===== config.mk =====
export PLATFORM = sky130hd
export DESIGN_NAME = host_bridge_top
export DESIGN_NICKNAME = d
export VERILOG_FILES = /design/src/hdl/host_bridge_pkg.sv /design/src/hdl/stream_fifo.sv /design/src/hdl/word_counter.sv /design/src/hdl/reply_datapath.sv /design/src/hdl/msg_engine_fsm.sv /design/src/hdl/host_bridge_top.sv
export SDC_FILE = /design/constraint.sdc
export NUM_CORES = 1
export LEC_CHECK = 0
export BUFFER_PORTS_ARGS = -buffer_cell sky130_fd_sc_hd__buf_2
export CAP_MARGIN = 40
export CORE_UTILIZATION = 25
export DETAILED_ROUTE_END_ITERATION = 12
export SETUP_SLACK_MARGIN = 0.4
export SLEW_MARGIN = 20
export SYNTH_ARGS = -nofsm -noshare
export SYNTH_HDL_FRONTEND = slang
export SYNTH_SLANG_ARGS = --single-unit

===== constraint.sdc =====
create_clock -name bus_clk -period 5 [get_ports bus_clk]
set_clock_uncertainty 0.15 [all_clocks]
set_input_delay 0.5 -clock bus_clk [delete_from_list [all_inputs] [get_ports bus_clk]]
set_output_delay 0.5 -clock bus_clk [all_outputs]
set_load 0.02 [all_outputs]

===== src/hdl/host_bridge_pkg.sv =====
package host_bridge_pkg;

  localparam int WORD_W = 32;

  typedef logic [WORD_W-1:0] word_t;
  typedef logic [7:0]        opcode_t;
  typedef logic [15:0]       len_t;

  localparam opcode_t OP_ECHO   = 8'h01;
  localparam opcode_t OP_INVERT = 8'h02;
  localparam opcode_t OP_SUM    = 8'h03;

  localparam int WR_DEPTH = 16;  // host -> engine
  localparam int RD_DEPTH = 16;  // engine -> host

  localparam word_t CLOSE_WORD = '1;  // all-ones header ends the session

  typedef struct packed {
    opcode_t     opcode;  // bits 31:24
    logic [7:0]  spare;   // ignored
    len_t        length;  // payload words following
  } header_t;

  typedef struct packed {
    logic  valid;
    word_t data;
  } push_t;

  typedef enum logic [1:0] {
    ST_HEADER,
    ST_PAYLOAD,
    ST_SUM_OUT,
    ST_CLOSED
  } engine_state_e;

  typedef enum logic [1:0] {
    SEL_PASS,
    SEL_INVERT,
    SEL_SUM
  } reply_sel_e;

endpackage


===== src/hdl/stream_fifo.sv =====
module stream_fifo import host_bridge_pkg::*; #(
  parameter int DEPTH = 16
) (
  input  logic  bus_clk,
  input  logic  rst,
  input  push_t push,
  input  logic  pop,
  output word_t head,
  output logic  empty,
  output logic  full,
  output logic  overflow
);

  localparam int PTR_W = $clog2(DEPTH);
  localparam int CNT_W = $clog2(DEPTH + 1);

  word_t            mem [DEPTH];
  logic [PTR_W-1:0] wr_ptr;
  logic [PTR_W-1:0] rd_ptr;
  logic [CNT_W-1:0] count;
  logic             push_ok;
  logic             pop_ok;

  assign push_ok = push.valid && !full;
  assign pop_ok  = pop && !empty;

  assign empty = (count == '0);
  assign full  = (count == CNT_W'(DEPTH));
  assign head  = mem[rd_ptr];  // fall-through view

  always_ff @(posedge bus_clk) begin
    if (push_ok) begin
      mem[wr_ptr] <= push.data;
    end
  end

  always_ff @(posedge bus_clk) begin
    if (rst) begin
      wr_ptr   <= '0;
      rd_ptr   <= '0;
      count    <= '0;
      overflow <= 1'b0;
    end else begin
      overflow <= push.valid && full;  // dropped write
      if (push_ok) begin
        wr_ptr <= (wr_ptr == PTR_W'(DEPTH - 1)) ? '0 : wr_ptr + 1'b1;
      end
      if (pop_ok) begin
        rd_ptr <= (rd_ptr == PTR_W'(DEPTH - 1)) ? '0 : rd_ptr + 1'b1;
      end
      case ({push_ok, pop_ok})
        2'b10:   count <= count + 1'b1;
        2'b01:   count <= count - 1'b1;
        default: count <= count;  // idle or simultaneous
      endcase
    end
  end

  // an empty buffer has both pointers on the same slot
  a_empty_ptrs: assert property (
    @(posedge bus_clk) disable iff (rst)
    empty |-> (rd_ptr == wr_ptr)
  ) else $error("stream_fifo: pointers apart while empty");

  a_count_bound: assert property (
    @(posedge bus_clk) disable iff (rst)
    count <= CNT_W'(DEPTH)
  ) else $error("stream_fifo: occupancy above depth");

endmodule


===== src/hdl/word_counter.sv =====
module word_counter import host_bridge_pkg::*; (
  input  logic bus_clk,
  input  logic rst,
  input  logic load,
  input  len_t length,
  input  logic dec,
  output logic done
);

  // words still due after the one at the fifo head
  len_t remaining;

  assign done = (remaining == '0);

  always_ff @(posedge bus_clk) begin
    if (rst) begin
      remaining <= '0;
    end else if (load) begin
      remaining <= length;
    end else if (dec) begin
      remaining <= remaining - 1'b1;
    end
  end

  // a decrement at zero would wrap and stretch the packet
  a_no_dec_done: assert property (
    @(posedge bus_clk) disable iff (rst)
    dec |-> !done
  ) else $error("word_counter: decrement with count at zero");

endmodule


===== src/hdl/reply_datapath.sv =====
module reply_datapath import host_bridge_pkg::*; (
  input  logic       bus_clk,
  input  logic       rst,
  input  word_t      word,
  input  reply_sel_e sel,
  input  logic       sum_clr,
  input  logic       sum_acc,
  output word_t      reply_word
);

  word_t sum_q;

  // running modulo-2^32 sum of the current packet
  always_ff @(posedge bus_clk) begin
    if (rst) begin
      sum_q <= '0;
    end else if (sum_clr) begin
      sum_q <= '0;
    end else if (sum_acc) begin
      sum_q <= sum_q + word;  // wraps naturally
    end
  end

  always_comb begin
    case (sel)
      SEL_PASS:   reply_word = word;
      SEL_INVERT: reply_word = ~word;
      SEL_SUM:    reply_word = sum_q;
      default:    reply_word = word;
    endcase
  end

  // clear and accumulate come from different states of the engine
  a_clr_acc_excl: assert property (
    @(posedge bus_clk) disable iff (rst)
    !(sum_clr && sum_acc)
  ) else $error("reply_datapath: sum cleared and accumulated together");

endmodule


===== src/hdl/msg_engine_fsm.sv =====
module msg_engine_fsm import host_bridge_pkg::*; (
  input  logic       bus_clk,
  input  logic       rst,
  input  word_t      in_data,
  input  logic       in_empty,
  output logic       in_pop,
  input  logic       out_full,
  input  logic       out_empty,
  output logic       cnt_load,
  output len_t       cnt_len,
  output logic       cnt_dec,
  input  logic       cnt_done,
  output reply_sel_e sel,
  output logic       sum_clr,
  output logic       sum_acc,
  input  word_t      reply_word,
  output push_t      reply,
  output logic       eof
);

  engine_state_e state;
  engine_state_e state_nxt;
  opcode_t       op;       // opcode of the packet in flight
  header_t       hdr;
  logic          is_close;
  logic          hdr_pop;
  logic          pay_pop;
  logic          pass_op;  // echo or invert, one reply per word

  assign hdr      = header_t'(in_data);
  assign is_close = (in_data == CLOSE_WORD);
  assign hdr_pop  = (state == ST_HEADER) && !in_empty;
  assign pay_pop  = (state == ST_PAYLOAD) && !in_empty && !out_full;
  assign pass_op  = (op == OP_ECHO) || (op == OP_INVERT);

  assign in_pop   = hdr_pop || pay_pop;

  // counter holds words left after the head, so done marks the last one
  assign cnt_load = hdr_pop && !is_close;
  assign cnt_len  = (hdr.length == '0) ? '0 : hdr.length - 1'b1;
  assign cnt_dec  = pay_pop && !cnt_done;

  assign sum_clr  = cnt_load;
  assign sum_acc  = pay_pop && (op == OP_SUM);

  always_comb begin
    if (state == ST_SUM_OUT) begin
      sel = SEL_SUM;
    end else if (op == OP_INVERT) begin
      sel = SEL_INVERT;
    end else begin
      sel = SEL_PASS;  // unknown opcodes never push
    end
  end

  assign reply.valid = (pay_pop && pass_op) || ((state == ST_SUM_OUT) && !out_full);
  assign reply.data  = reply_word;

  always_comb begin
    state_nxt = state;
    case (state)
      ST_HEADER: begin
        if (hdr_pop) begin
          if (is_close) begin
            state_nxt = ST_CLOSED;
          end else if (hdr.length != '0) begin
            state_nxt = ST_PAYLOAD;
          end else if (hdr.opcode == OP_SUM) begin
            state_nxt = ST_SUM_OUT;  // empty sum still answers 0
          end
        end
      end
      ST_PAYLOAD: begin
        if (pay_pop && cnt_done) begin
          state_nxt = (op == OP_SUM) ? ST_SUM_OUT : ST_HEADER;
        end
      end
      ST_SUM_OUT: begin
        if (!out_full) begin
          state_nxt = ST_HEADER;
        end
      end
      ST_CLOSED: state_nxt = ST_CLOSED;  // terminal
      default:   state_nxt = ST_HEADER;
    endcase
  end

  always_ff @(posedge bus_clk) begin
    if (rst) begin
      state <= ST_HEADER;
      op    <= '0;
      eof   <= 1'b0;
    end else begin
      state <= state_nxt;
      if (cnt_load) begin
        op <= hdr.opcode;
      end
      if ((state == ST_CLOSED) && out_empty) begin
        eof <= 1'b1;  // sticky
      end
    end
  end

  a_no_pop_empty: assert property (
    @(posedge bus_clk) disable iff (rst)
    in_pop |-> !in_empty
  ) else $error("msg_engine_fsm: pop with input fifo empty");

  // no reply may be left for the host once eof is up
  a_eof_drained: assert property (
    @(posedge bus_clk) disable iff (rst)
    eof |-> out_empty
  ) else $error("msg_engine_fsm: eof with replies pending");

endmodule


===== src/hdl/host_bridge_top.sv =====
module host_bridge_top import host_bridge_pkg::*; (
  input  logic  bus_clk,
  input  logic  rst,
  input  push_t wr,
  output logic  wr_full,
  output logic  wr_overflow,
  input  logic  rd_en,
  output word_t rd_data,
  output logic  rd_empty,
  output logic  eof
);

  word_t      in_data;
  logic       in_empty;
  logic       in_pop;
  logic       out_full;
  logic       cnt_load;
  len_t       cnt_len;
  logic       cnt_dec;
  logic       cnt_done;
  reply_sel_e sel;
  logic       sum_clr;
  logic       sum_acc;
  word_t      reply_word;
  push_t      reply;

  stream_fifo #(.DEPTH(WR_DEPTH)) in_fifo (
    .bus_clk(bus_clk), .rst(rst),
    .push(wr), .pop(in_pop),
    .head(in_data), .empty(in_empty),
    .full(wr_full), .overflow(wr_overflow)
  );

  msg_engine_fsm engine (
    .bus_clk(bus_clk), .rst(rst),
    .in_data(in_data), .in_empty(in_empty), .in_pop(in_pop),
    .out_full(out_full), .out_empty(rd_empty),
    .cnt_load(cnt_load), .cnt_len(cnt_len), .cnt_dec(cnt_dec), .cnt_done(cnt_done),
    .sel(sel), .sum_clr(sum_clr), .sum_acc(sum_acc), .reply_word(reply_word),
    .reply(reply), .eof(eof)
  );

  word_counter counter (
    .bus_clk(bus_clk), .rst(rst),
    .load(cnt_load), .length(cnt_len), .dec(cnt_dec), .done(cnt_done)
  );

  reply_datapath datapath (
    .bus_clk(bus_clk), .rst(rst),
    .word(in_data), .sel(sel), .sum_clr(sum_clr), .sum_acc(sum_acc),
    .reply_word(reply_word)
  );

  // engine never pushes while full, so overflow stays unused here
  stream_fifo #(.DEPTH(RD_DEPTH)) out_fifo (
    .bus_clk(bus_clk), .rst(rst),
    .push(reply), .pop(rd_en),
    .head(rd_data), .empty(rd_empty),
    .full(out_full), .overflow()
  );

endmodule


Word level (Yosys, flattened, before mapping)
Memory sizes are Yosys's and may differ from the RTL's. A register that Yosys moved wholly into a read port is not among the register bits.
Cells that the tools add are included.
{ "word_totals": {"reg_bits": 86, "mem_bits_rw": 1024, "out_inout_bits": 36, "mem_count": 2} }
{ "op_classes": {"add_sub_neg": 11, "n_eq_ne": 24, "muxes": 28, "bitwise_logic": 1, "reduce_logical": 35} }
{ "mem_list": {"columns": ["name", "words", "width", "rd", "rd_clocked_by_memory_dff", "write_ports", "line_no", "source"], "rows": [
  ["in_fifo.mem", 16, 32, 1, 1, 1, "stream_fifo.sv:17", "word_t mem [DEPTH];"],
  ["out_fifo.mem", 16, 32, 1, 1, 1, "stream_fifo.sv:17", null]
]} }
{ "op_table": {"columns": ["cell", "count"], "rows": [
  ["$pmux W32 S2", 1],
  ["$mux W16", 3],
  ["$add A32 B32 Y32", 1],
  ["$eq A32 B32 Y1 const B", 1],
  ["$logic_not A16 Y1", 2],
  ["$mux W4", 8],
  ["$not A32 Y32", 1],
  ["$sub A16 B1 Y16 const B", 2],
  ["$eq A8 B2 Y1 const B", 3],
  ["$pmux W5 S2", 2],
  ["$add A4 B1 Y4 const B", 4],
  ["$eq A4 B4 Y1 const B", 4],
  ["$mux W2", 8],
  ["$reduce_bool A16 Y1", 1],
  ["$logic_and A1 B1 Y1", 15],
  ["$add A5 B1 Y5 const B", 2],
  ["$eq A2 B2 Y1 const B", 5],
  ["$eq A5 B5 Y1 const B", 2],
  ["$logic_not A5 Y1", 2],
  ["$sub A5 B1 Y5 const B", 2],
  ["$eq A2 B1 Y1 const B", 4],
  ["$eq A8 B1 Y1 const B", 1],
  ["$pmux W2 S4", 1],
  ["$logic_not A1 Y1", 6],
  ["9 further kinds", 18]
]} }

Depth between registers and ports, before layout
{ "depth": {"ltp_word": 9, "mapped_depth": 18, "mapped_depth_nobuf": 15} }

Modules after synthesis
Synthesis repeated with hierarchy kept, for this count alone.
{ "unflattened": {"cells_unflattened": 2376, "area_unflattened_um2": 46454.6} }
{ "modules_own_cells": {"columns": ["module", "instances", "cells_per_inst", "area_per_inst_um2", "seq_area_each_um2"], "rows": [
  ["stream_fifo", 2, 828, 20399.6, 15735.1],
  ["reply_datapath", 1, 451, 3523.4, 640.6],
  ["msg_engine_fsm", 1, 170, 1251.2, 220.2],
  ["word_counter", 1, 99, 880.8, 320.3]
]} }

Worst setup path before layout
No wires, ideal clock.
{ "synth_timing": {"path_type": "flip-flop to flip-flop", "start": "register out_fifo.count[1]", "end": "memory out_fifo.mem[3][0] (netlist name), enable pin", "arrival_time_ns": 3.926, "slack_ns": 0.463, "stages_incl_launch_ff": 10, "path_cell_list": "dfxtp_1 clkbuf_1 nor4_1 nand2_1 and3_1 clkbuf_1 a31o_2 clkbuf_1 nand2_1 nor3_1"} }
{ "synth_between": {"elab_chain_len": 8, "elab_cells_between_ends": 9, "classes_between": "eq/ne: 1; mux: 2; reduce/logical: 6"} }
{ "synth_lines": {"columns": ["element", "line_no", "source"], "rows": [
  ["from (decl)", "stream_fifo.sv:20", "logic [CNT_W-1:0] count;"],
  ["from (signal assigned)", "stream_fifo.sv:52", "2'b10: count <= count + 1'b1;"],
  ["from (signal assigned)", "stream_fifo.sv:53", "2'b01: count <= count - 1'b1;"],
  ["from (signal assigned)", "stream_fifo.sv:54", "default: count <= count;"],
  ["$eq A5 B5 Y1 (*)", "stream_fifo.sv:28", "assign full = (count == CNT_W'(DEPTH));"],
  ["$logic_not A1 Y1 (*)", "stream_fifo.sv:24, msg_engine_fsm.sv:33, msg_engine_fsm.sv:56", null],
  ["$logic_and A1 B1 Y1", "msg_engine_fsm.sv:33", "assign pay_pop = (state == ST_PAYLOAD) && !in_empty && !out_full;"],
  ["$logic_and A1 B1 Y1", "msg_engine_fsm.sv:56", "assign reply.valid = (pay_pop && pass_op) || ((state == ST_SUM_OUT) && !out_full);"],
  ["$logic_or A1 B1 Y1", "msg_engine_fsm.sv:56", null],
  ["$logic_and A1 B1 Y1 (*)", "stream_fifo.sv:24", "assign push_ok = push.valid && !full;"],
  ["$mux W1 (*)", "stream_fifo.sv:32", "if (push_ok) begin"],
  ["$mux W1 (implied by the code) (*)", "stream_fifo.sv:33", "mem[wr_ptr] <= push.data;"],
  ["to (decl)", "stream_fifo.sv:17", null]
]} }
Every way passes the cells marked *; elsewhere a longest branch is shown, timed or not.

==> key figures <==
Timing
  – RSZ-0062 raised after global routing: yes
  – WHS: around 0.15 ns
  – Worst-margin pin slew: 0.8185 ns
  – Min Tclk post-route: 4.407 ns
  – Setup slack after layout: just under 0.6 ns
  – Final slew viol count: 0
  – Period utilization: 88.14%
  – Setup TNS: 0 ns
  – Max frequency: 226.9 MHz
  – Final Hold Vio Count: 0
  – Slew margin rel.: between 40% and 50%
  – Final setup violation count: 0

Synthesis
  – Syn avg cell area: 18.94 µm²
  – Post-synthesis sequential area ratio: about 72%
  – Synth unique cells: 72
  – EDFF count, synth: 1024
  – Number of synthesized register bits: 1118
  – Mapped Area: around 45000 µm²
  – Post-synth ARST share: 0%
  – Post-synth top flop: edfxtp_1
  – Synthesis Warnings: 0
  – Cells after Synth: around 2400
  – Syn nets: roughly 2500

Power
  – Leak: 16.55 nW
  – Overall power: 27.61 mW
  – Pwr Density: 519.0 nW/µm²
  – Worst IR Drop VDD: 0.3454 mV

Die
  – Core box area: 179400 µm²
  – Initial core utilization: 25.28%
  – Die span in y: 427.9 µm
  – FP Rows: 155
  – Die Area: 183100 µm²
  – Die W: ~430 µm
  – I/O pins: 72

Cells and area
  – Final net count: 2707
  – Fillers: roughly 17000
  – Syn-to-layout area delta: 17.30%
  – Area of the multi-input gates: ~12000 µm²
  – Sequential Area: 32650 µm²
  – Share of cells above drive strength 1: a little over a quarter

Global route
  – Met3 usage: 2.159%
  – Antenna violations before repair: 15
  – Tot GR Track Use: between 10% and 20%
  – Largest net degree at the start of global routing: 66
  – GR peak layer: met2
  – Grt ovf: 0
  – GR Util met2: 19.10%
  – Vias in the first global route: 23450
  – Global-route wire length before repair: 158900 µm
  – Met1 usage: 15.76%

Clocking
  – Clock Latency Late Sink: 0.72 ns
  – # clock sinks: approximately 1100
  – Inserted Clock Buffers: 101
  – CTS tree: yes
  – Clock transition at the registers of the reported paths: 0.07 ns
  – Clock Tree Buf Depth: 3
  – H-tree depth: 3
  – Root Driver: clkbuf_16

Route
  – Routed WL: 107400 µm
  – DRC: 0
  – DRT Pass-1 Iters: 5
  – Wire length per cell: 21.21 µm
  – Vias: 23050
  – Initial DRC count: 2100
  – Vias per cell: 4.552
  – Final ANT Viol Nets: 0

Job
  – Max_cap viols: 0

Worst setup path
  – Crit end category: flip-flop
  – Worst EP arrival: 4.90 ns
  – Critical path launch point type: flip-flop
  – Critical path class: reg2reg
  – Reg2Reg Setup Slack: 0.59 ns
  – CP required: 5.49 ns
  – Worst-path maximum fanout: 40

Place
  – Gpl congestion: 0.7989
  – Pre-CTS WS: 0.6347 ns
  – Port Buffers: ~70
  – Final HPWL DP: ~64000 µm

Hold path
  – Min-Delay Path Class: in2reg

Status
  – Status: finished, final reports clean
-- critical path, stage by stage, from the launching register on --
cell	delay [ns]
dfxtp_4	0.41
buf_12	0.32
mux4_2	0.55
a22oi_1	0.26
nand2_2	0.23
ha_1	0.43
o21a_1	0.15
o21a_1	0.15
o211ai_1	0.09
a21oi_1	0.23
o21ai_0	0.18
a21oi_1	0.45
a31oi_1	0.17
or3_1	0.32
a31oi_1	0.16
-- synth_stat cells (3+ instances only) --
master | n | area share (%)
a211oi_1 | 6 | 0.099
o21a_1 | 9 | 0.15
or3_1 | 21 | 0.29
or4_1 | 6 | 0.099
nand2_2 | 10 | 0.14
buf_6 | 13 | 0.32
buf_8 | 4 | 0.13
inv_1 | 22 | 0.18
a22oi_1 | 54 | 0.89
nand2_1 | 107 | 0.89
o22ai_1 | 4 | 0.055
nor4_1 | 5 | 0.069
nor2_1 | 127 | 1.1
nand3_1 | 9 | 0.099
nor4_2 | 3 | 0.083
mux2i_1 | 19 | 0.42
edfxtp_1 | 1024 | 68
buf_2 | 26 | 0.29
and2_1 | 6 | 0.083
xor2_1 | 61 | 1.2
clkbuf_1 | 64 | 0.53
a22oi_2 | 8 | 0.22
o211ai_1 | 5 | 0.083
nor3_1 | 28 | 0.31
ha_1 | 53 | 1.5
a21oi_1 | 117 | 1.3
mux4_2 | 287 | 14
o21bai_1 | 4 | 0.066
nand3b_1 | 4 | 0.066
and3_1 | 8 | 0.11
o21ai_0 | 28 | 0.31
a21o_1 | 12 | 0.20
nand4b_1 | 4 | 0.077
nand4_1 | 11 | 0.15
buf_4 | 6 | 0.099
nand2b_1 | 14 | 0.19
buf_1 | 11 | 0.091
a31oi_1 | 15 | 0.21
nor2b_1 | 15 | 0.21
nor3b_1 | 4 | 0.066
xnor2_1 | 29 | 0.56
dfxtp_1 | 94 | 4.1
-- stage by stage --
stage | cells | cell area (µm²) | utilization [%]
2_1_floorplan | 2395 | 45360 | -
3_3_place_gp | 4820 | 49270 | 27.46
3_5_place_dp | 4833 | 49440 | 27.56
4_1_cts | 5056 | 53150 | 29.63
5_1_grt | 5064 | 53200 | 29.66
6_report | 5064 | 53200 | 29.66
-- flip-flops by register name, summed over array words and instances, names as in the netlist, named ones only --
register,flops
counter.remaining,16
datapath.sum_q,32
engine.eof,1
engine.op,8
engine.state,2
in_fifo.count,5
in_fifo.mem,512
in_fifo.overflow,1
in_fifo.rd_ptr,4
in_fifo.wr_ptr,4
out_fifo.count,5
out_fifo.mem,512
out_fifo.rd_ptr,4
out_fifo.wr_ptr,4
-- what timing repair did --
item / CTS / global route
setup endpoints to repair: 0 / 7
gates resized for setup: 0 / 4
hold endpoints to repair: 512 / 0
setup buffers: 0 / 0
hold buffers: 33 / 0
-- power breakdown --
part	switching (mW)	leakage [nW]	total (mW)	internal, mW
Combinational	4.69	4.91	7.61	2.93
Clock	3.45	1.64	7.93	4.48
Sequential	0.223	10.0	12.1	11.8
-- cell usage in the layout (no fill, tap or decap), types with 19 or more instances in the layout --
cell type / synthesis / final
mux2i_1: 19 / 19
mux4_2: 287 / 287
buf_4: 6 / 123
a21oi_1: 117 / 115
xnor2_1: 29 / 29
edfxtp_1: 1024 / 1024
o21ai_0: 28 / 28
buf_2: 26 / 71
clkbuf_16: 0 / 105
or3_1: 21 / 21
clkbuf_1: 64 / 21
a22oi_1: 54 / 54
dlygate4sd3_1: 0 / 33
nand2_1: 107 / 107
ha_1: 53 / 53
nor2_1: 127 / 102
nor3_1: 28 / 20
nor2_4: 0 / 24
inv_1: 22 / 22
dfxtp_1: 94 / 87
xor2_1: 61 / 61
clkinv_1: 0 / 19
-- cell families after synthesis --
kind of cell	after synthesis	synth area share, %
XOR/XNOR	90	1.738
AO/OA/AOI/OAI	286	4.102
buffers and inverters	146	1.644
flip-flops	1118	71.94
adder cells (fa/ha/maj)	55	1.550
AND/OR/NAND/NOR	393	4.292
multiplexers	307	14.73
-- worst paths after layout --
| path | start | endpoint | cells past startpoint |
|---|---|---|---|
| max reg2reg | flip-flop | datapath.sum_q[24] | 14 |
| min | rst | counter.remaining[11] | 3 |
| max | flip-flop | datapath.sum_q[24] | 14 |
| min reg2reg | datapath.sum_q[22] | datapath.sum_q[22] | 2 |
-- final cells by class --
type	instances	share of cell area [%]
Antenna cell	6	0.02822
Clock buffer	133	5.268
Clock inverter	57	1.079
Inverter	22	0.1552
Multi-Input combinational cell	1131	22.96
Sequential cell	1118	61.37
Tap cell	2355	5.539
Timing Repair Buffer	242	3.596
-- metal layers --
metal  routed length, µm  vias to the layer above  share of wire [%]
met5                  51                        -              0.047
met4                1763                        8                1.6
met3                5952                      161                5.5
met2               52380                      587                 49
met1               47280                    12110                 44
li1                    -                    10190                  -
(Power assumes the default switching activity.)
